[src/system86_pkg.sv]
`default_nettype none

package system86_pkg;

	////////////////////
	// Raster geometry
	////////////////////

	// Horizontal, in pixels
	localparam int H_TOTAL      = 384;
	localparam int H_ACTIVE     = 288;
	localparam int H_SYNC_START = 304;
	localparam int H_SYNC_END   = 336;

	// Vertical, in lines
	localparam int V_TOTAL      = 264;
	localparam int V_ACTIVE     = 224;
	localparam int V_SYNC_START = 232;
	localparam int V_SYNC_END   = 236;

	// 48 MHz master down to 6 MHz pixel
	localparam int PIX_DIV = 8;
	localparam int COUNT_W = 10;

	////////////////////
	// Test pattern
	////////////////////

	localparam int DOT_LSB_STEP = 228;
	localparam int DOT_MSB_STEP = 590;
	localparam int ACC_W        = 16;
	// Row where the palette bank flips and the row gradient restarts
	localparam int BANK_ROW     = 112;
	// Dot index split, high accumulator bits above low accumulator bits
	localparam int DOT_HI_W     = 3;
	localparam int DOT_LO_W     = 5;

	////////////////////
	// Colour and palette
	////////////////////

	localparam int DOT_W      = DOT_HI_W + DOT_LO_W;
	localparam int COLOR_W    = 4;
	localparam int PAL_ADDR_W = DOT_W + 1;		// bank, then dot
	localparam int PAL_DATA_W = 3 * COLOR_W;	// R, G, B nibbles, red on top
	localparam int VID_DEPTH  = 8;
	// Pixel enables between raw timing and colour out
	localparam int PIPE_PIX   = 2;

	// Horizontal region of the timing generator
	typedef enum logic [1:0] {
		H_ACT,
		H_FRONT,
		H_SYNC,
		H_BACK
	} h_region_e;

endpackage

`default_nettype wire

[src/dot_pattern_gen.sv]
`timescale 1ns/10ps
`default_nettype none

module dot_pattern_gen import system86_pkg::*; (
	input  logic               i_clk,
	input  logic               i_reset,
	input  logic               i_pix_ce,
	input  logic               i_active,
	input  logic [COUNT_W-1:0] i_col,
	input  logic [COUNT_W-1:0] i_row,
	output logic [DOT_W-1:0]   o_dot,
	output logic               o_bank
);

	logic [ACC_W-1:0] lsb_acc;
	logic [ACC_W-1:0] msb_acc;
	logic [DOT_W-1:0] dot_raw;
	logic             row_zero;
	logic             row_bank;

	// Index from accumulators before this pixel's step
	assign dot_raw  = {msb_acc[ACC_W-1 -: DOT_HI_W], lsb_acc[ACC_W-1 -: DOT_LO_W]};
	assign row_zero = (i_row == '0);
	assign row_bank = (i_row == COUNT_W'(BANK_ROW));

	////////////////////
	// Gradient
	////////////////////

	always_ff @(posedge i_clk) begin
		if (i_reset) begin
			lsb_acc <= '0;
			msb_acc <= '0;
			o_dot   <= '0;
			o_bank  <= 1'b0;
		end else if (i_pix_ce) begin
			// Blanked pixels carry index 0
			o_dot <= i_active ? dot_raw : '0;

			// Upper bank for the lower half of the screen
			if (row_bank)
				o_bank <= 1'b1;
			else if (row_zero)
				o_bank <= 1'b0;

			if (i_col == '0) begin
				// Line start, column ramp restarts
				lsb_acc <= '0;
				// Row ramp restarts at top and at the bank split
				if (row_zero || row_bank)
					msb_acc <= '0;
				else
					msb_acc <= msb_acc + ACC_W'(DOT_MSB_STEP);
			end else begin
				lsb_acc <= lsb_acc + ACC_W'(DOT_LSB_STEP);
			end
		end
	end

endmodule

`default_nettype wire

[config.mk]
export PLATFORM = sky130hd
export DESIGN_NAME = dot_pattern_gen
export DESIGN_NICKNAME = d
export VERILOG_FILES = /design/src/system86_pkg.sv /design/src/dot_pattern_gen.sv
export SDC_FILE = /design/constraint.sdc
export NUM_CORES = 1
export LEC_CHECK = 0
export ABC_AREA = 1
export BUFFER_PORTS_ARGS = -buffer_cell sky130_fd_sc_hd__buf_2
export CAP_MARGIN = 20
export CORE_ASPECT_RATIO = 0.7
export CORE_UTILIZATION = 35
export CTS_CLUSTER_DIAMETER = 120
export DETAILED_ROUTE_END_ITERATION = 8
export HOLD_SLACK_MARGIN = 0.06
export PLACE_DENSITY = 0.65
export SLEW_MARGIN = 10
export SYNTH_ARGS = -nofsm -noshare
export SYNTH_HDL_FRONTEND = slang
export SYNTH_SLANG_ARGS = --single-unit
[constraint.sdc]
create_clock -name i_clk -period 2.7 [get_ports i_clk]
set_clock_uncertainty 0.15 [all_clocks]
set_input_delay 0.405 -clock i_clk [delete_from_list [all_inputs] [get_ports i_clk]]
set_output_delay 0.405 -clock i_clk [all_outputs]
set_load 0.05 [all_outputs]
==> impl_metrics.json <==
{
  "run_status": "completed",
  "synth_top_cells_by_area": "dfxtp_1, nand2_1, nor2_1, inv_1, nand3_1",
  "postLayoutCoreUtil_pct": 43.12,
  "vdd_drop_max_uv": 208.2,
  "min_period_ns": 1.790,
  "maximum_number_of_pins_on_one_net_before_global_route_repair": 19,
  "worstReg2RegEnd": "msb_acc[13]$_SDFFE_PP0P_",
  "syn_inst": 304,
  "ios": 33,
  "critPathSlowestCell": "dfxtp_1",
  "internal_power_w": 0.0008872,
  "synthesis.yosys.warnings": 0,
  "reg2reg_slack_ns": 0.91,
  "ctsRootBufferMaster": "clkbuf_8",
  "worst_setup_hold_path_clk_slew_ns": 0.08,
  "power_dens_cells_nw_per_um2": 504.2,
  "avgViaCountPerCell": 4.639,
  "synth-seq-cells": 38,
  "clock_insertion_delay_worst_skew_ns": 0.29,
  "htree_levels": 2,
  "worst_ep_arrival_time_ns": 1.82,
  "synth-seq-area-share_pct": 38.17,
  "synth_area_per_cell_um2": 6.556,
  "detail_route.wl_per_cell_um": 10.26,
  "hp-start": "i_row[8]",
  "port-buffer-count": 32,
  "drive_above_1_share_pct": 14.79,
  "clock.fmax_mhz": 558.7,
  "dieArea_um2": 6005,
  "finalSetupViolCount": 0,
  "power_switching_share_pct": 23.98,
  "final-max-slew-violation-count": 0,
  "path_cells": "inv_1, ha_1, a21oi_1, nand2_1, a21boi_0, nand3_1, nand2_1, nor2_1",
  "finalCritPeriodShare_pct": 66.29,
  "ant_nets": 0,
  "chipWidth_um": 92.20,
  "min_to": "o_bank$_SDFFE_PP0P_",
  "final_nets": 363,
  "hold_viol": 0,
  "worst-setup-path-type": "reg2reg",
  "synth_top_area_cell": "dfxtp_1",
  "dr.first_iter.drc_count": 155,
  "post_cts_buffers": 0,
  "first_global_vias": 1673,
  "final_common_cell": "nand2_1",
  "timing.critical_path.to_type": "register",
  "grtUsageTotal_pct": 14.98,
  "tritoncts": "yes",
  "most-common-layout-cells": "nand2_1, nor2_1, inv_1, dfxtp_1, buf_2",
  "switchingPower_w": 0.0002799,
  "critical_path.reg2reg.startpoint": "msb_acc[1]$_SDFFE_PP0P_",
  "postSynthNetCount": 330,
  "timing.critical_path.from_type": "register",
  "drv_cap": 0,
  "hold_depth": 4,
  "cts_num_sinks": 38,
  "globalplace.congestion": 0.8429,
  "grt_pass1_wl_um": 7189,
  "setup_repair_after_global_routing_missed_its_margin": "false",
  "power_frac_comb_pct": 9.1,
  "clk_path_buf_depth": 2,
  "post_cts.resized_instances": 0,
  "diodes": 0,
  "syn2layout_area_growth_pct": 16.13,
  "cts-buffers-inserted": 5,
  "share_clk_of_total_power_pct": 41.1,
  "tightestPinTransition_ns": 0.5109,
  "antenna_found_initial": 0,
  "dp_hpwl_um": 3191,
  "min_path_type": "in2reg",
  "fin_setup_tns_ns": 0,
  "cp_data_required_time_ns": 2.73,
  "core_region_area_um2": 5368,
  "slew_headroom_pct": 65.91,
  "reg2regPathDepth": 8,
  "placement_rows": 22,
  "detail_route.first_pass.iterations": 5,
  "detail_route.drc_violations": 0,
  "route.final.wire_length_um": 4205,
  "global_route.overflow_total": 0,
  "synth_area_um2": 1993,
  "critical-path-top-cell-by-count": "nand2_1",
  "effective_utilization_at_floorplan_pct": 37.13,
  "num_vias": 1902,
  "synthDominantCellAreaShare_pct": 38.17,
  "yosysUniqueCellTypes": 29,
  "critical-path-max-stage-delay_ns": 0.35,
  "cts-hold-fix-buffers": 0,
  "crit_path_max_fanout": 3,
  "chipHeight_um": 65.14,
  "leakage_nw": 1.085,
  "pwr-share-seq_pct": 49.8
}
cells by family (layout without fill, tap and decap cells):
family / Yosys count / after routing / synth area share (%)
and+or+nand+nor: 171 / 171 / 37.35
buffers and inverters: 51 / 85 / 10.73
DFF: 38 / 38 / 38.17
AOI/OAI and AO/OA: 33 / 33 / 8.537
xor gates and xnor gates: 9 / 9 / 3.955
adders and majority gates: 2 / 2 / 1.255
critical path, delay by kind of cell (launching register included):
family          cells  cell delay, ns
compound gates      2            0.53
flops               1            0.35
fa+ha+maj           1            0.22
buf+inv             1            0.07
simple gates        4            0.37
flip-flops by register name, indices dropped and copies added, names as in the netlist:
register and count:
lsb_acc 14, msb_acc 15, o_bank 1, o_dot 8
cell type report:
class / count / area (µm²)
well taps: 72 / 90.09
multi-input cells: 215 / 1018
inverters: 44 / 167.7
repair buffers: 33 / 167.7
clock inverters: 2 / 37.54
fillers: 562 / 3053
clock buffers: 6 / 72.57
flip-flops and latches: 38 / 760.7
power by group through the flow:
stage / clock network [W] / registers (W) / logic [W]
2_1_floorplan: 0 / 0.000598 / 0.0000688
3_3_place_gp: 0 / 0.000594 / 0.000105
3_5_place_dp: 0 / 0.000595 / 0.000105
4_1_cts: 0.000491 / 0.000581 / 0.000106
5_1_grt: 0.000520 / 0.000583 / 0.000120
6_report: 0.000480 / 0.000582 / 0.000106
through the flow:
step | setup slack, ns | cells | instance area, µm² | hold WS [ns] | power [W]
finish | 0.9101 | 410 | 2315 | 0.2674 | 0.001167
global route | 0.7973 | 410 | 2315 | 0.2671 | 0.001223
CTS | 0.9129 | 410 | 2315 | 0.2650 | 0.001178
detailed placement | 0.6890 | 402 | 2205 | 0.3048 | 0.0007000
global placement | 0.7471 | 402 | 2205 | 0.2992 | 0.0006989
floorplan | 1.187 | 304 | 1993 | 0.2843 | 0.0006670
cells in the mapped netlist:
cell type	instances
o21ai_1	3
nor3_1	6
nor2_2	1
clkbuf_1	3
nor2_1	51
clkinv_1	1
and2_1	1
xnor2_1	2
buf_6	2
nand4_1	6
buf_2	1
nand2_1	69
xor2_1	7
nand3_1	29
dfxtp_1	38
ha_1	2
nand2_2	2
inv_4	1
o21ai_0	7
inv_2	2
buf_4	1
inv_1	40
or2_2	2
nand3_4	1
nor2_4	1
a31oi_1	2
nand3b_1	2
a21boi_0	1
a21oi_1	20
layer usage:
metal  vias up  GRT usage [%]  share of wire [%]
met1       835          21.74                 56
met2        47          21.74                 38
met4         0          5.273               0.55
met5         -              0                  0
li1       1018              -                  -
met3         2          3.241                5.3
how the worst max path moves through the flow:
stage | from | endpoint | slack (ns) | cells after the start
after floorplan | i_pix_ce | msb_acc[8]$_SDFFE_PP0P_ | 1.19 | 9
final | msb_acc[1]$_SDFFE_PP0P_ | msb_acc[13]$_SDFFE_PP0P_ | 0.91 | 8
after global placement | i_col[5] | msb_acc[9]$_SDFFE_PP0P_ | 0.75 | 9
after CTS | msb_acc[1]$_SDFFE_PP0P_ | msb_acc[13]$_SDFFE_PP0P_ | 0.91 | 8
after detailed placement | i_col[2] | msb_acc[4]$_SDFFE_PP0P_ | 0.69 | 9
after global routing | msb_acc[1]$_SDFFE_PP0P_ | msb_acc[13]$_SDFFE_PP0P_ | 0.80 | 8
No activity file was read; power rests on OpenSTA's default activity.
