### config.mk
export PLATFORM = sky130hd
export DESIGN_NAME = video_timing
export DESIGN_NICKNAME = d
export VERILOG_FILES = /design/src/system86_pkg.sv /design/src/video_timing.sv
export SDC_FILE = /design/constraint.sdc
export NUM_CORES = 1
export LEC_CHECK = 0
export ABC_AREA = 1
export BUFFER_PORTS_ARGS = -buffer_cell sky130_fd_sc_hd__buf_2
export CORE_MARGIN = 2
export CORE_UTILIZATION = 25
export CTS_CLUSTER_SIZE = 14
export DETAILED_ROUTE_END_ITERATION = 10
export HOLD_SLACK_MARGIN = 0.08
export PLACE_DENSITY = 0.49
export SLEW_MARGIN = 10
export SYNTH_ARGS = -nofsm -noshare
export SYNTH_HDL_FRONTEND = slang
export SYNTH_SLANG_ARGS = --single-unit
### constraint.sdc
create_clock -name i_clk -period 1.9 [get_ports i_clk]
set_input_delay 0.19 -clock i_clk [delete_from_list [all_inputs] [get_ports i_clk]]
set_output_delay 0.19 -clock i_clk [all_outputs]
set_load 0.02 [all_outputs]
### src/system86_pkg.sv
`default_nettype none

package system86_pkg;

	////////////////////
	// Raster geometry
	////////////////////

	// Horizontal, in pixels
	localparam int H_TOTAL      = 384;
	localparam int H_ACTIVE     = 288;
	localparam int H_SYNC_START = 304;
	localparam int H_SYNC_END   = 336;

	// Vertical, in lines
	localparam int V_TOTAL      = 264;
	localparam int V_ACTIVE     = 224;
	localparam int V_SYNC_START = 232;
	localparam int V_SYNC_END   = 236;

	// 48 MHz master down to 6 MHz pixel
	localparam int PIX_DIV = 8;
	localparam int COUNT_W = 10;

	////////////////////
	// Test pattern
	////////////////////

	localparam int DOT_LSB_STEP = 228;
	localparam int DOT_MSB_STEP = 590;
	localparam int ACC_W        = 16;
	// Row where the palette bank flips and the row gradient restarts
	localparam int BANK_ROW     = 112;
	// Dot index split, high accumulator bits above low accumulator bits
	localparam int DOT_HI_W     = 3;
	localparam int DOT_LO_W     = 5;

	////////////////////
	// Colour and palette
	////////////////////

	localparam int DOT_W      = DOT_HI_W + DOT_LO_W;
	localparam int COLOR_W    = 4;
	localparam int PAL_ADDR_W = DOT_W + 1;		// bank, then dot
	localparam int PAL_DATA_W = 3 * COLOR_W;	// R, G, B nibbles, red on top
	localparam int VID_DEPTH  = 8;
	// Pixel enables between raw timing and colour out
	localparam int PIPE_PIX   = 2;

	// Horizontal region of the timing generator
	typedef enum logic [1:0] {
		H_ACT,
		H_FRONT,
		H_SYNC,
		H_BACK
	} h_region_e;

endpackage

`default_nettype wire

### src/video_timing.sv
`timescale 1ns/10ps
`default_nettype none

module video_timing import system86_pkg::*; (
	input  logic i_clk,
	input  logic i_reset,
	output logic o_pix_ce,
	output logic o_hsync_n,
	output logic o_vsync_n,
	output logic o_hblank_n,
	output logic o_vblank_n
);

	localparam int DIV_W = $clog2(PIX_DIV);

	logic [DIV_W-1:0]   div;
	logic [COUNT_W-1:0] hcount;
	logic [COUNT_W-1:0] vcount;
	logic [COUNT_W-1:0] h_next;
	logic [COUNT_W-1:0] v_next;
	logic               h_wrap;
	h_region_e          h_region;
	h_region_e          region_next;
	logic               vsync_n_r;
	logic               vblank_n_r;

	////////////////////
	// Pixel enable
	////////////////////

	// Free running divider with the enable on its last count
	always_ff @(posedge i_clk) begin
		if (i_reset)
			div <= '0;
		else
			div <= div + 1'b1;
	end

	assign o_pix_ce = (div == DIV_W'(PIX_DIV - 1));

	////////////////////
	// Raster counters
	////////////////////

	// Position of the pixel that starts at the next enable
	assign h_wrap = (hcount == COUNT_W'(H_TOTAL - 1));
	assign h_next = h_wrap ? '0 : hcount + 1'b1;

	always_comb begin
		v_next = vcount;
		if (h_wrap) begin
			if (vcount == COUNT_W'(V_TOTAL - 1))
				v_next = '0;
			else
				v_next = vcount + 1'b1;
		end
	end

	// Region of the next pixel
	always_comb begin
		if (h_next < COUNT_W'(H_ACTIVE))
			region_next = H_ACT;
		else if (h_next < COUNT_W'(H_SYNC_START))
			region_next = H_FRONT;
		else if (h_next < COUNT_W'(H_SYNC_END))
			region_next = H_SYNC;
		else
			region_next = H_BACK;
	end

	// Reset parks on the last pixel of the frame so the first enable lands on 0,0
	always_ff @(posedge i_clk) begin
		if (i_reset) begin
			hcount     <= COUNT_W'(H_TOTAL - 1);
			vcount     <= COUNT_W'(V_TOTAL - 1);
			h_region   <= H_BACK;
			vsync_n_r  <= 1'b1;
			vblank_n_r <= 1'b0;
		end else if (o_pix_ce) begin
			hcount    <= h_next;
			vcount    <= v_next;
			h_region  <= region_next;
			// Vertical levels straight from line compares
			vsync_n_r  <= !((v_next >= COUNT_W'(V_SYNC_START)) &&
				(v_next < COUNT_W'(V_SYNC_END)));
			vblank_n_r <= (v_next < COUNT_W'(V_ACTIVE));
		end
	end

	// Horizontal levels decoded from the region register
	assign o_hblank_n = (h_region == H_ACT);
	assign o_hsync_n  = (h_region != H_SYNC);
	assign o_vsync_n  = vsync_n_r;
	assign o_vblank_n = vblank_n_r;

	// Sync pulse sits wholly inside the blanked columns
	assert property (@(posedge i_clk) disable iff (i_reset)
		!o_hsync_n |-> (hcount >= COUNT_W'(H_ACTIVE)));

endmodule

`default_nettype wire

==> impl_metrics.json <==
{
  "slew_violations": 0,
  "postSynthCellCount": 270,
  "fill_cells": 731,
  "regArea_um2": 541,
  "cp.arrival_ps": 1980,
  "clockBufferDepth": 2,
  "switchingPower_w": 0.000290,
  "skew_ps": 3.77,
  "port_buffers": 6,
  "crit_path_end_kind": "flop",
  "drive_above_1_share_pct": 15.6,
  "dr.pass1.iters": 4,
  "slew_headroom_pct": 76.2,
  "path_clk_slew_ps": 90,
  "ys_seq_elements": 27,
  "crit_type": "reg2reg",
  "track_usage_pct": 11.6,
  "dp_cells": 356,
  "synth-simple-area-share_pct": 40.2,
  "fmax_mhz": 573,
  "yosysTopAreaCellShare_pct": 31.5,
  "swShare_pct": 27.0,
  "nets": 289,
  "p_per_area_nw_per_um2": 550,
  "slowest_delay_ps": 360,
  "root_buffer": "clkbuf_8",
  "grt-ovfl-total": 0,
  "seq_power_share_pct": 54.1,
  "n_antenna_cell": 0,
  "netlist.top_cell.by_area": "dfxtp_1",
  "synth_area_leaders": "dfxtp_1, nand2_1, inv_1",
  "status": "finished clean",
  "dieArea_um2": 7550,
  "synthAdderAreaFrac_pct": 2.91,
  "grt_max_degree": 24,
  "hp-class": "in2reg",
  "timing.critical_path.fanout_max": 8,
  "synthDistinctLibCells": 29,
  "drt-total-wl_um": 4030,
  "synth-seq-area-share_pct": 31.5,
  "crit_slowest_cell": "dfxtp_1",
  "die_h_um": 86.9,
  "synth_common_cells": "nand2_1, inv_1, dfxtp_1, nor2_1",
  "comb_power_share_pct": 14.2,
  "route.vias.total": 1631,
  "place_area_um2": 1870,
  "synth_xor_area_share_pct": 2.04,
  "finalCritPeriodShare_pct": 91.8,
  "power.leakage_nw": 1.01,
  "max_cap_viol_count": 0,
  "post_cts_resized": 0,
  "areaGrowthSynthToFinish_pct": 13.9,
  "fp.coreArea_um2": 6720,
  "num_rows": 30,
  "setup_viol": 0,
  "routed_via_density": 4.51,
  "multi_input_area_um2": 998,
  "cts_tree": "built",
  "cts_sinks": 27,
  "stdcell_area_um2": 1960,
  "syn_nets": 276,
  "cp_top_family": "simple AND/OR/NAND/NOR gates",
  "grt_pass1_wl_um": 6910,
  "synth_warnings": 0,
  "netlist_area_um2": 1720,
  "yosysMostFrequentCell": "nand2_1",
  "drt-initial-drc-count": 46,
  "initial_utilization_pct": 25.6,
  "tightest_slew_ps": 357,
  "pwr-share-clk_pct": 31.7,
  "grt_pass1_vias": 1500,
  "required_ps": 2140,
  "dp_hpwl_um": 2990,
  "numCtsBuffers": 3,
  "muxShareOfSynthArea_pct": 0,
  "clk_latency_ps": 280,
  "internal_power_w": 0.000786,
  "dp_slack_ps": 119,
  "path_cells": "ha_1, nand2_2, nor2_4, nand3_4, buf_12, inv_2, nand3_1, nand2_1, nor2_1, or2_1, inv_1",
  "ant_nets": 0,
  "synth_top_family_by_area": "simple AND/OR/NAND/NOR gates",
  "setup_ws_ps": 156,
  "grt_antenna_before_repair": 0,
  "die_x_um": 86.9,
  "routedWlPerCell_um": 11.1,
  "period_minus_slack_ps": 1740,
  "synth_compound_area_share_pct": 13.0,
  "place_congestion": 0.834,
  "syn_avg_cell_area_um2": 6.36,
  "synth-edff-count": 0,
  "drcViolationCount": 0,
  "dominantRegCellSynth": "dfxtp_1",
  "instances_no_fill": 362,
  "ir_drop_mv": 0.215,
  "path_buf_inv": 3,
  "htreeDepth": 1,
  "pin_count": 7,
  "async_reset_ff_share_pct": 0,
  "finalHoldViolCount": 0,
  "p_total_w": 0.00108,
  "critical_path.startpoint_type": "flop"
}
## final timing paths
kind / from / end / slack [ps] / cells past startpoint
max: hcount[1] / vcount[9] / 160 / 11
min: i_reset / hcount[2] / 320 / 3
max reg2reg: hcount[1] / vcount[9] / 160 / 11
min reg2reg: div[0] / div[0] / 430 / 1
## cells in the final DEF (no fill, tap or decap), types with 2 or more instances in the layout
cell / count
nand3_1: 21
nor2_4: 4
inv_2: 6
buf_12: 2
clkbuf_8: 3
buf_4: 9
nand2_1: 75
nor2_2: 4
inv_1: 29
a21oi_1: 21
dfxtp_1: 27
or2_1: 2
o21ai_1: 4
buf_2: 6
nand2_2: 6
xor2_1: 3
nand3_2: 2
ha_1: 4
o21ai_0: 12
nand4_1: 6
nor2_1: 24
o211ai_1: 3
## worst register-to-register path, stage by stage, from the launching register on
cell and delay (ps):
dfxtp_1 360, ha_1 200, nand2_2 110, nor2_4 130, nand3_4 130, buf_12 170
inv_2 90, nand3_1 110, nand2_1 90, nor2_1 50, or2_1 210, inv_1 50
## area by class of cell
type	instances	share of cell area [%]
inverters	36	6.91
multi-input cells	198	51.0
well taps	80	5.12
repair buffers	17	7.03
clock buffers	4	2.30
flip-flops and latches	27	27.6
## per-stage QoR
stage / utilization (%) / TNS [ps] / hold slack, ps
CTS: 28.5 / 0 / 302
global route: 29.1 / -4.30 / 320
detailed placement: 27.9 / 0 / 416
finish: 29.1 / 0 / 315
floorplan: - / 0 / 399
global placement: 27.9 / 0 / 413
## power by group through the flow
stage | Sequential, W | Combinational [W] | Clock, W
after floorplan | 0.000594 | 0.000110 | 0
after global placement | 0.000595 | 0.000139 | 0
after detailed placement | 0.000595 | 0.000138 | 0
after CTS | 0.000582 | 0.000138 | 0.000367
after global routing | 0.000583 | 0.000174 | 0.000389
final | 0.000582 | 0.000153 | 0.000341
## logic make-up (layout without fill, tap and decap cells)
family	after synthesis	in the layout
AO/OA/AOI/OAI	42	42
XOR/XNOR	4	4
adder cells (fa/ha/maj)	4	4
buffers and inverters	45	57
flip-flops	27	27
AND/OR/NAND/NOR	148	148
## repair_timing
item                                    CTS  global route
buffers inserted                          0             2
endpoints found under the setup margin    0             4
hold buffers                              0             0
## state kept, by name (all words and copies together), names as in the netlist
| signal | count |
|---|---|
| hcount | 10 |
| o_vblank_n | 1 |
| o_vsync_n | 1 |
| vcount | 10 |
| h_region | 2 |
| div | 3 |
## metal layers
layer / routed length, um / vias up / global-route usage (%)
met3: 118 / 5 / 1.42
met5: 0 / - / 0
li1: - / 885 / -
met2: 1720 / 23 / 17.7
met4: 84 / 0 / 5.54
met1: 2100 / 718 / 16.0
Power figures use the tool's default switching activity.
