<file path="src/system86_pkg.sv">
`default_nettype none

package system86_pkg;

	////////////////////
	// Raster geometry
	////////////////////

	// Horizontal, in pixels
	localparam int H_TOTAL      = 384;
	localparam int H_ACTIVE     = 288;
	localparam int H_SYNC_START = 304;
	localparam int H_SYNC_END   = 336;

	// Vertical, in lines
	localparam int V_TOTAL      = 264;
	localparam int V_ACTIVE     = 224;
	localparam int V_SYNC_START = 232;
	localparam int V_SYNC_END   = 236;

	// 48 MHz master down to 6 MHz pixel
	localparam int PIX_DIV = 8;
	localparam int COUNT_W = 10;

	////////////////////
	// Test pattern
	////////////////////

	localparam int DOT_LSB_STEP = 228;
	localparam int DOT_MSB_STEP = 590;
	localparam int ACC_W        = 16;
	// Row where the palette bank flips and the row gradient restarts
	localparam int BANK_ROW     = 112;
	// Dot index split, high accumulator bits above low accumulator bits
	localparam int DOT_HI_W     = 3;
	localparam int DOT_LO_W     = 5;

	////////////////////
	// Colour and palette
	////////////////////

	localparam int DOT_W      = DOT_HI_W + DOT_LO_W;
	localparam int COLOR_W    = 4;
	localparam int PAL_ADDR_W = DOT_W + 1;		// bank, then dot
	localparam int PAL_DATA_W = 3 * COLOR_W;	// R, G, B nibbles, red on top
	localparam int VID_DEPTH  = 8;
	// Pixel enables between raw timing and colour out
	localparam int PIPE_PIX   = 2;

	// Horizontal region of the timing generator
	typedef enum logic [1:0] {
		H_ACT,
		H_FRONT,
		H_SYNC,
		H_BACK
	} h_region_e;

endpackage

`default_nettype wire

</file>
<file path="src/blanking_to_count.sv">
`timescale 1ns/10ps
`default_nettype none

module blanking_to_count import system86_pkg::*; (
	input  logic               i_clk,
	input  logic               i_reset,
	input  logic               i_pix_ce,
	input  logic               i_hblank_n,
	input  logic               i_vblank_n,
	output logic               o_active,
	output logic [COUNT_W-1:0] o_col,
	output logic [COUNT_W-1:0] o_row
);

	logic               hblank_n_q;
	logic               vblank_n_q;
	logic               h_rise;
	logic               v_rise;
	logic [COUNT_W-1:0] col_q;
	logic [COUNT_W-1:0] row_q;

	////////////////////
	// Edge detect
	////////////////////

	// Blank levels of the previous pixel
	always_ff @(posedge i_clk) begin
		if (i_reset) begin
			hblank_n_q <= 1'b0;
			vblank_n_q <= 1'b0;
		end else if (i_pix_ce) begin
			hblank_n_q <= i_hblank_n;
			vblank_n_q <= i_vblank_n;
		end
	end

	// Start of active line, start of active frame
	assign h_rise = i_hblank_n && !hblank_n_q;
	assign v_rise = i_vblank_n && !vblank_n_q;

	////////////////////
	// Column and row
	////////////////////

	// Counts for the current pixel, no extra delay
	assign o_col = h_rise ? '0 : col_q + 1'b1;

	always_comb begin
		if (v_rise)
			o_row = '0;
		else if (h_rise)
			o_row = row_q + 1'b1;
		else
			o_row = row_q;
	end

	// Hold counts of this pixel for the next one
	always_ff @(posedge i_clk) begin
		if (i_reset) begin
			col_q <= '0;
			row_q <= '0;
		end else if (i_pix_ce) begin
			col_q <= o_col;
			row_q <= o_row;
		end
	end

	assign o_active = i_hblank_n && i_vblank_n;

	// Active area never runs past the visible window
	assert property (@(posedge i_clk) disable iff (i_reset)
		o_active |-> (o_col < COUNT_W'(H_ACTIVE)) && (o_row < COUNT_W'(V_ACTIVE)));

endmodule

`default_nettype wire

</file>
<file path="config.mk">
export PLATFORM = sky130hd
export DESIGN_NAME = blanking_to_count
export DESIGN_NICKNAME = d
export VERILOG_FILES = /design/src/system86_pkg.sv /design/src/blanking_to_count.sv
export SDC_FILE = /design/constraint.sdc
export NUM_CORES = 1
export LEC_CHECK = 0
export BUFFER_PORTS_ARGS = -buffer_cell sky130_fd_sc_hd__buf_2
export CAP_MARGIN = 20
export CORE_MARGIN = 2
export CORE_UTILIZATION = 54
export DETAILED_ROUTE_END_ITERATION = 7
export PLACE_DENSITY = 0.78
export SYNTH_ARGS = -nofsm -noshare
export SYNTH_HDL_FRONTEND = slang
export SYNTH_SLANG_ARGS = --single-unit
</file>
<file path="constraint.sdc">
create_clock -name i_clk -period 2.4 [get_ports i_clk]
set_input_delay 0.48 -clock i_clk [delete_from_list [all_inputs] [get_ports i_clk]]
set_output_delay 0.48 -clock i_clk [all_outputs]
set_load 0.02 [all_outputs]
</file>
==> results of run 1 <==
## how the worst max path moves through the flow
stage | start | to | slack, ns | cells after the start
3_3_place_gp | i_hblank_n | o_row[9] | 0.19 | 6
5_1_grt | hblank_n_q | o_row[7] | -0.04 | 5
6_report | hblank_n_q | o_row[7] | 0.02 | 5
2_1_floorplan | i_hblank_n | o_row[7] | 0.36 | 5
3_5_place_dp | i_hblank_n | o_row[7] | 0.14 | 6
4_1_cts | row_q[3] | o_row[7] | 0.007 | 5
## metrics by stage
step / utilization (%) / std cells
after floorplan: - / 180
after global placement: 61.4 / 228
after detailed placement: 61.4 / 228
after CTS: 63.7 / 232
after global routing: 64.8 / 234
final: 64.8 / 234
## cell families after synthesis
| logic type | Yosys count |
|---|---|
| xor+xnor | 14 |
| buf+inv | 12 |
| mux | 3 |
| flops | 22 |
| simple gates | 91 |
| compound gates | 36 |
| fa+ha+maj | 2 |
## layout by cell type (no fill, tap or decap), types with 3 or more instances in the layout
cell type,Yosys,final
sky130_fd_sc_hd__nand2_1,22,22
sky130_fd_sc_hd__o32ai_1,3,3
sky130_fd_sc_hd__nand2b_1,5,5
sky130_fd_sc_hd__mux2i_1,3,3
sky130_fd_sc_hd__and2_1,3,3
sky130_fd_sc_hd__nand3_1,9,9
sky130_fd_sc_hd__a21oi_1,13,13
sky130_fd_sc_hd__dfxtp_1,22,17
sky130_fd_sc_hd__dfxtp_2,0,3
sky130_fd_sc_hd__a31oi_1,8,8
sky130_fd_sc_hd__clkbuf_4,0,3
sky130_fd_sc_hd__buf_4,0,6
sky130_fd_sc_hd__buf_2,2,25
sky130_fd_sc_hd__or3_1,11,11
sky130_fd_sc_hd__and3_1,3,3
sky130_fd_sc_hd__o21ai_0,8,8
sky130_fd_sc_hd__xor2_1,12,12
sky130_fd_sc_hd__or4_1,6,6
sky130_fd_sc_hd__nand4_1,4,4
sky130_fd_sc_hd__nor2_1,20,20
## power by group
| group | leakage [uW] | total [uW] | switching (uW) | internal, uW |
|---|---|---|---|---|
| Combinational | 0.000430 | 85.1 | 56.6 | 28.5 |
| Clock | 0.0000279 | 293 | 124 | 169 |
| Sequential | 0.000181 | 372 | 4.16 | 368 |
## Yosys cell counts (all sizes together)
cell type | number | area, sq um
nand4 | 4 | 25.0
nand4b | 1 | 8.76
o211ai | 2 | 15.0
inv | 1 | 3.75
and4b | 1 | 10.0
nand2b | 5 | 31.3
o21ai | 8 | 40.0
ha | 2 | 25.0
clkbuf | 7 | 26.3
or3 | 11 | 68.8
dfxtp | 22 | 440
and3 | 3 | 18.8
nor2 | 20 | 75.1
xor2 | 12 | 105
nand3 | 9 | 45.0
a41oi | 1 | 8.76
or2 | 1 | 6.26
xnor2 | 2 | 17.5
and2 | 3 | 18.8
buf | 4 | 25.0
o32ai | 3 | 26.3
or4 | 6 | 45.0
nor2b | 2 | 12.5
and4 | 1 | 8.76
nand2 | 22 | 82.6
a21oi | 13 | 65.1
a31oi | 8 | 50.1
mux2i | 3 | 30.0
o21a | 1 | 7.51
nor3 | 2 | 10.0
## layer usage
layer / up-vias / part of all wire, % / track usage [%]
li1: 696 / - / -
met1: 653 / 45 / 32.8
met2: 38 / 49 / 34.3
met3: 2 / 5.6 / 2.50
met4: 0 / 0.43 / 8.33
met5: - / 0 / 0
## area by class of cell
class | instances | area (sq um) | area share, %
well taps | 30 | 37.5 | 2.38
clock buffers | 3 | 22.5 | 1.43
flip-flops and latches | 22 | 452 | 28.7
multi-input cells | 146 | 860 | 54.6
repair buffers | 31 | 170 | 10.8
clock inverters | 1 | 30.0 | 1.91
inverters | 1 | 3.75 | 0.238
## critical path: stages, from the launching register on
cell                       delay, ns
sky130_fd_sc_hd__dfxtp_2        0.36
sky130_fd_sc_hd__nand4b_1       0.20
sky130_fd_sc_hd__or2_4          0.29
sky130_fd_sc_hd__or4_1          0.50
sky130_fd_sc_hd__nand2_1        0.09
sky130_fd_sc_hd__buf_2          0.15
## flip-flops by register name, indices dropped and copies added (netlist names)
register / count
col_q: 10
row_q: 10
hblank_n_q: 1
vblank_n_q: 1
## timing repair
item,in CTS,in global routing
gates resized for setup,2,6
endpoints found under the setup margin,2,2
pin swaps,0,1
setup buffers,0,2
==> impl_summary.txt, run 1 <==
----------------------------------------------------
[Logic synthesis]
  Dominant combinational cell family by area after synthesis ... simple AND/OR/NAND/NOR gates
  Xor and xnor area share after synthesis ... 9.07%
  Cell count after synthesis ... 180
  Fraction of the mapped netlist area in compound gates ... roughly 16%
  Fraction of the yosys area taken by sequential cells ... roughly 33%
  Mean instance size in the synthesized netlist ... approximately 7.5 sq um
  Multiplexer share of the synthesized area ... under 10%
  Post-synthesis share of cell area spent on full adders, half adders and majority gates ... under 10%
  Yosys cell types ... 32
  Mapped Area ... about 0.0014 sq mm
  Count of warnings emitted by yosys ... 0
  Net count after synthesis ... ~190
  Synth Area in Simple Gates ... roughly a third
  Post-synthesis register bit count ... 22

[Clock tree]
  Number of H-tree levels ... 1
  Quantity of hold-fixing buffers added after cts ... 0
  Clock tree root buffer cell ... sky130_fd_sc_hd__clkbuf_4
  Number of buffers on the longest clock path ... 2
  Clock tree from TritonCTS ... yes
  Total number of clock tree sinks ... 22
  Insertion delay to the later sink of the worst-skew pair ... around 0.32 ns
  Clock buffer count from CTS ... 3
  Clock-pin transition on the worst setup and hold timing paths ... approximately 0.14 ns

[STA]
  Final worst slack ... 0.0222 ns
  Final Cycle Share ... around 99%
  Setup TNS after final layout ... 0 ns
  Min Clock Period, post-route ... between 2 and 2.5 ns
  Count of endpoints failing hold in the final timing report ... 0
  Slew HR ... 53.7%
  Clock skew after layout ... just over 0.01 ns
  Hold slack final ... about 0.42 ns
  Setup-violating endpoint count in the final report ... 0
  Measured slew at the worst slew-check pin ... between 0.6 and 0.7 ns
  Total count of max-transition violations in the final report ... 0
  Max Clk Rate ... 421 MHz

[Min path]
  Beginning of the worst hold path ... i_vblank_n
  Worst hold path endpoint ... vblank_n_q
  Cells on Worst Hold Path ... 3
  Worst hold path class ... in2reg

[Floorplan]
  Row cnt ... 18
  Number of ports placed on the die boundary ... 26
  Area of the die ... roughly 0.0029 sq mm
  Die height ... about 54 um
  Effective utilization at floorplan ... 55.6%
  Area inside the core boundary ... roughly 0.0024 sq mm
  Die Width ... about 54 um

[Worst setup path]
  Path depth of the worst reg2reg path ... 5
  Startpoint Class ... flip-flop
  Data arrival at the endpoint of the critical path ... about 1.9 ns
  Maximum fanout encountered on the critical timing path ... 7
  Reg-to-reg critical path startpoint ... hblank_n_q
  Reg-to-reg slack, setup ... between 0.6 and 0.7 ns
  Crit end category ... output pin
  Worst path required time ... 1.92 ns
  Crit Reg-Reg Endpoint ... row_q[9]
  Critical path class ... reg2out

[Detailed routing]
  Starting DRT DRC Count ... 42
  Iteration count of the initial detailed-routing pass ... 4
  DRC viols ... 0
  Vias/cell ... ~5.9
  Number of nets still failing antenna checks after routing ... 0
  Wire length per cell ... 13.9 um
  Total Routed Length ... between 3000 and 4000 um
  Via count ... 1389

[Layout]
  Post-route design area ... about 0.0016 sq mm
  Filler Cells Inserted ... between 200 and 250
  Ant diodes ... 0
  Total Nets Final ... about 210
  Share of layout cells above drive strength 1 ... 20.1%
  Area overhead of the layout relative to synthesis ... 16.5%

[Global routing]
  All-Layer GR Usage ... a little under a quarter
  Largest net degree at the start of global routing ... 26
  Vias in the first global route ... 1070
  Global-route wire length before repair ... 4820 um
  Total congestion overflow ... 0
  Antenna violations before repair ... 0

[Place]
  Cell area after placement ... approximately 0.0015 sq mm
  Port Buffer Count ... 25
  Placer Congestion ... ~0.80
  Worst setup slack before clock tree synthesis ... ~0.14 ns
  Detail Placement HPWL ... 2180 um

[Flow run]
  Number of max-cap violations ... 0

[Status]
  Result of the run ... finished, final reports clean

[Power]
  Power density cells ... ~480 mW/mm^2
  Leakage power summed over all cells ... approximately 0.00064 uW
  Max rail drop VDD ... about 300 uV
  Final total power ... ~750 uW

----------------------------------------------------
(Power assumes the default switching activity.)
==> inputs of run 2 (changes only) <==
BUFFER_PORTS_ARGS = -buffer_cell sky130_fd_sc_hd__buf_4   (was -buffer_cell sky130_fd_sc_hd__buf_2)
CTS_CLUSTER_DIAMETER = 60   (was not set)
==> impl_summary.txt, run 2 (synthesis gave the netlist of run 1 again) <==
----------------------------------------------------
[Status]
  Result of the run ... finished, final reports clean

[Detailed routing]
  Starting DRT DRC Count ... 25 (-40%)
  Vias/cell ... 5.96 (+0.43%)
  DRC viols ... 0 (unchanged)
  Iteration count of the initial detailed-routing pass ... 4 (unchanged)
  Number of nets still failing antenna checks after routing ... 0 (unchanged)
  Total Routed Length ... 3340 um (+2.9%)
  Wire length per cell ... 14.4 um (+3.8%)
  Via count ... 1383 (-0.43%)

[STA]
  Count of endpoints failing hold in the final timing report ... 0 (unchanged)
  Slew HR ... 57.8% (+4.1 points)
  Total count of max-transition violations in the final report ... 0 (unchanged)
  Hold slack final ... 0.431 ns (+0.00819 ns)
  Setup-violating endpoint count in the final report ... 0 (unchanged)
  Min Clock Period, post-route ... 2.35 ns (-0.0306 ns)
  Final worst slack ... 0.0528 ns (+0.0306 ns)
  Clock skew after layout ... 0.0127 ns (+0.00240 ns)
  Final Cycle Share ... 97.8% (-1.3 points)
  Max Clk Rate ... 426 MHz (+1.3%)
  Measured slew at the worst slew-check pin ... 0.632 ns (-0.0615 ns)

[Worst setup path]
  Reg-to-reg critical path startpoint ... hblank_n_q
  Crit path buffers/inverters ... 1 (unchanged)
  Startpoint Class ... flip-flop
  Data arrival at the endpoint of the critical path ... 1.87 ns (-0.03 ns)
  Critical path class ... reg2out
  Largest stage delay, worst path ... 0.50 ns (about the same)
  Number of stages on the worst setup path ... 5 (unchanged)
  Worst path required time ... 1.92 ns (about the same)
  Worst path top cell family by delay ... simple AND/OR/NAND/NOR gates
  Crit end category ... output pin
  Reg-to-reg slack, setup ... 0.78 ns (+0.11 ns)
  Cell-by-cell listing of the critical path ... nand4b_1 > or2_4 > or4_4 > nand2_2 > buf_6
  Crit Reg-Reg Endpoint ... row_q[9]
  Path depth of the worst reg2reg path ... 4 (-1)
  Library cell contributing the largest single delay on the critical path ... sky130_fd_sc_hd__or4_4
  Capturing element of the worst setup path ... o_row[9]
  Worst Setup SP ... hblank_n_q
  Maximum fanout encountered on the critical timing path ... 8 (+1)

[Power]
  Max rail drop VDD ... 302 uV (-1.1%)
  Internal ... 572 uW (+1.2%)
  Power share of the clock group ... 38.3% (-0.8 points)
  Power density cells ... 460 mW/mm^2 (-3.4%)
  Reg power frac ... 49.4% (-0.2 points)
  Leakage power summed over all cells ... 0.000636 uW (-0.35%)
  Share of total power consumed by net switching ... 24.2% (-0.41 points)
  Combinational power share ... 12.2% (+0.9 points)
  Net switching power of the design ... 183 uW (-1.1%)

[Place]
  Port Buffer Count ... 25 (unchanged)
  Placed cell count ... 228 (unchanged)
  Worst setup slack before clock tree synthesis ... 0.174 ns (+0.0385 ns)
  Placer Congestion ... 0.806 (+0.88%)
  Cell area after placement ... 0.00156 sq mm (+4.2%)
  Detail Placement HPWL ... 2350 um (+7.6%)

[Layout]
  Post-route design area ... 0.00164 sq mm (+4.1%)
  Commonest non-fill, non-tap cell in the layout ... sky130_fd_sc_hd__buf_4
  Area overhead of the layout relative to synthesis ... 21.3%
  Layout Utilization ... 67.4% (+2.7 points)
  Post-Layout Cell Count ... 232 (-0.85%)
  Total Nets Final ... 210 (-0.94%)
  Ant diodes ... 0 (unchanged)
  Largest registers ... col_q: 10 flops, row_q: 10 flops
  Commonest cells after routing, fill and taps aside ... sky130_fd_sc_hd__buf_4 (27), sky130_fd_sc_hd__nand2_1 (20), sky130_fd_sc_hd__nor2_1 (20)
  Filler Cells Inserted ... 213 (-4.9%)
  Reg area ... 449 sq um (-0.55%)
  Area of combinational cells with multiple inputs ... 872 sq um (+1.5%)
  Share of layout cells above drive strength 1 ... 21.3% (+1.2 points)

[Clock tree]
  Number of buffers on the longest clock path ... 2 (unchanged)
  Clock-pin transition on the worst setup and hold timing paths ... 0.14 ns (about the same)
  Clock buffer count from CTS ... 3 (unchanged)
  Insertion delay to the later sink of the worst-skew pair ... 0.32 ns (about the same)
  Clock tree from TritonCTS ... yes
  Clock tree root buffer cell ... sky130_fd_sc_hd__clkbuf_4
  Number of H-tree levels ... 1 (unchanged)
  Total number of clock tree sinks ... 22 (unchanged)

[Min path]
  Worst hold path class ... in2reg
  Beginning of the worst hold path ... i_hblank_n
  Cells on Worst Hold Path ... 3 (unchanged)

[Floorplan]
  Number of ports placed on the die boundary ... 26 (unchanged)
  Row cnt ... 18 (unchanged)
  Effective utilization at floorplan ... 55.6% (unchanged)
  Area of the die ... 0.00292 sq mm (unchanged)
  Die height ... 54.0 um (unchanged)
  Die Width ... 54.0 um (unchanged)
  Area inside the core boundary ... 0.00243 sq mm (unchanged)

[Global routing]
  Vias in the first global route ... 1135 (+6.1%)
  Total congestion overflow ... 0 (unchanged)
  Largest net degree at the start of global routing ... 26 (unchanged)
  Global-route wire length before repair ... 5010 um (+4.0%)
  All-Layer GR Usage ... 23.7% (+1.1 points)
  Antenna violations before repair ... 0 (unchanged)

[Flow run]
  Number of max-cap violations ... 0 (unchanged)

----------------------------------------------------
==> run 2: cell types whose count changed in the layout (fill, tap and decap cells not counted), moves of 2 or more <==
cell | previous run | this run
sky130_fd_sc_hd__or4_4 | 0 | 2
sky130_fd_sc_hd__buf_6 | 0 | 2
sky130_fd_sc_hd__nand2_1 | 22 | 20
sky130_fd_sc_hd__nand2_2 | 0 | 2
sky130_fd_sc_hd__or4_1 | 6 | 4
sky130_fd_sc_hd__buf_4 | 6 | 27
sky130_fd_sc_hd__buf_2 | 25 | 0
==> run 2: final cells by class <==
type	count	area share, %
inverters	1	0.229
flip-flops and latches	22	27.4
clock buffers	3	1.37
repair buffers	29	13.7
clock inverters	1	1.83
well taps	30	2.29
multi-input cells	146	53.2
==> run 2: what timing repair did <==
| action | in CTS | in global routing |
|---|---|---|
| pin swaps | 0 | 2 |
| setup endpoints to repair | 2 | 2 |
| resized for setup | 4 | 9 |
| buffers inserted | 0 | 0 |
| hold buffers | 0 | 0 |
| cloned | 0 | 0 |
==> run 2: metal layers <==
| layer | vias to the layer above | part of all wire (%) | wire (um) | track usage [%] |
|---|---|---|---|---|
| li1 | 686 | - | - | - |
| met5 | - | 0 | 0 | 0 |
| met1 | 644 | 46 | 1530 | 31.3 |
| met3 | 4 | 5.2 | 173 | 2.50 |
| met4 | 0 | 0.69 | 23 | 7.50 |
| met2 | 49 | 48 | 1610 | 40.2 |
==> run 2: worst min-delay path by stage <==
stage | slack, ns | endpoint
2_1_floorplan | 0.46 | col_q[1]
3_5_place_dp | 0.48 | col_q[1]
3_3_place_gp | 0.47 | col_q[1]
6_report | 0.43 | hblank_n_q
5_1_grt | 0.42 | hblank_n_q
4_1_cts | 0.43 | hblank_n_q
==> run 2: through the flow <==
stage               total power (uW)  TNS, ns
floorplan                        439        0
global placement                 471        0
global route                     785  -0.0107
CTS                              760        0
detailed placement               474        0
finish                           755        0
==> run 2: worst min-delay path, cell delays in order <==
cell and delay (ns):
sky130_fd_sc_hd__buf_4 0.11, sky130_fd_sc_hd__mux2i_1 0.06, sky130_fd_sc_hd__nor2_1 0.07
==> run 2: power groups by stage <==
stage | sequential, uW | clock, uW | combinational [uW]
6_report | 373 | 289 | 92.3
5_1_grt | 374 | 311 | 99.6
4_1_cts | 374 | 293 | 92.2
3_5_place_dp | 382 | 0 | 91.7
3_3_place_gp | 382 | 0 | 88.9
2_1_floorplan | 382 | 0 | 56.6
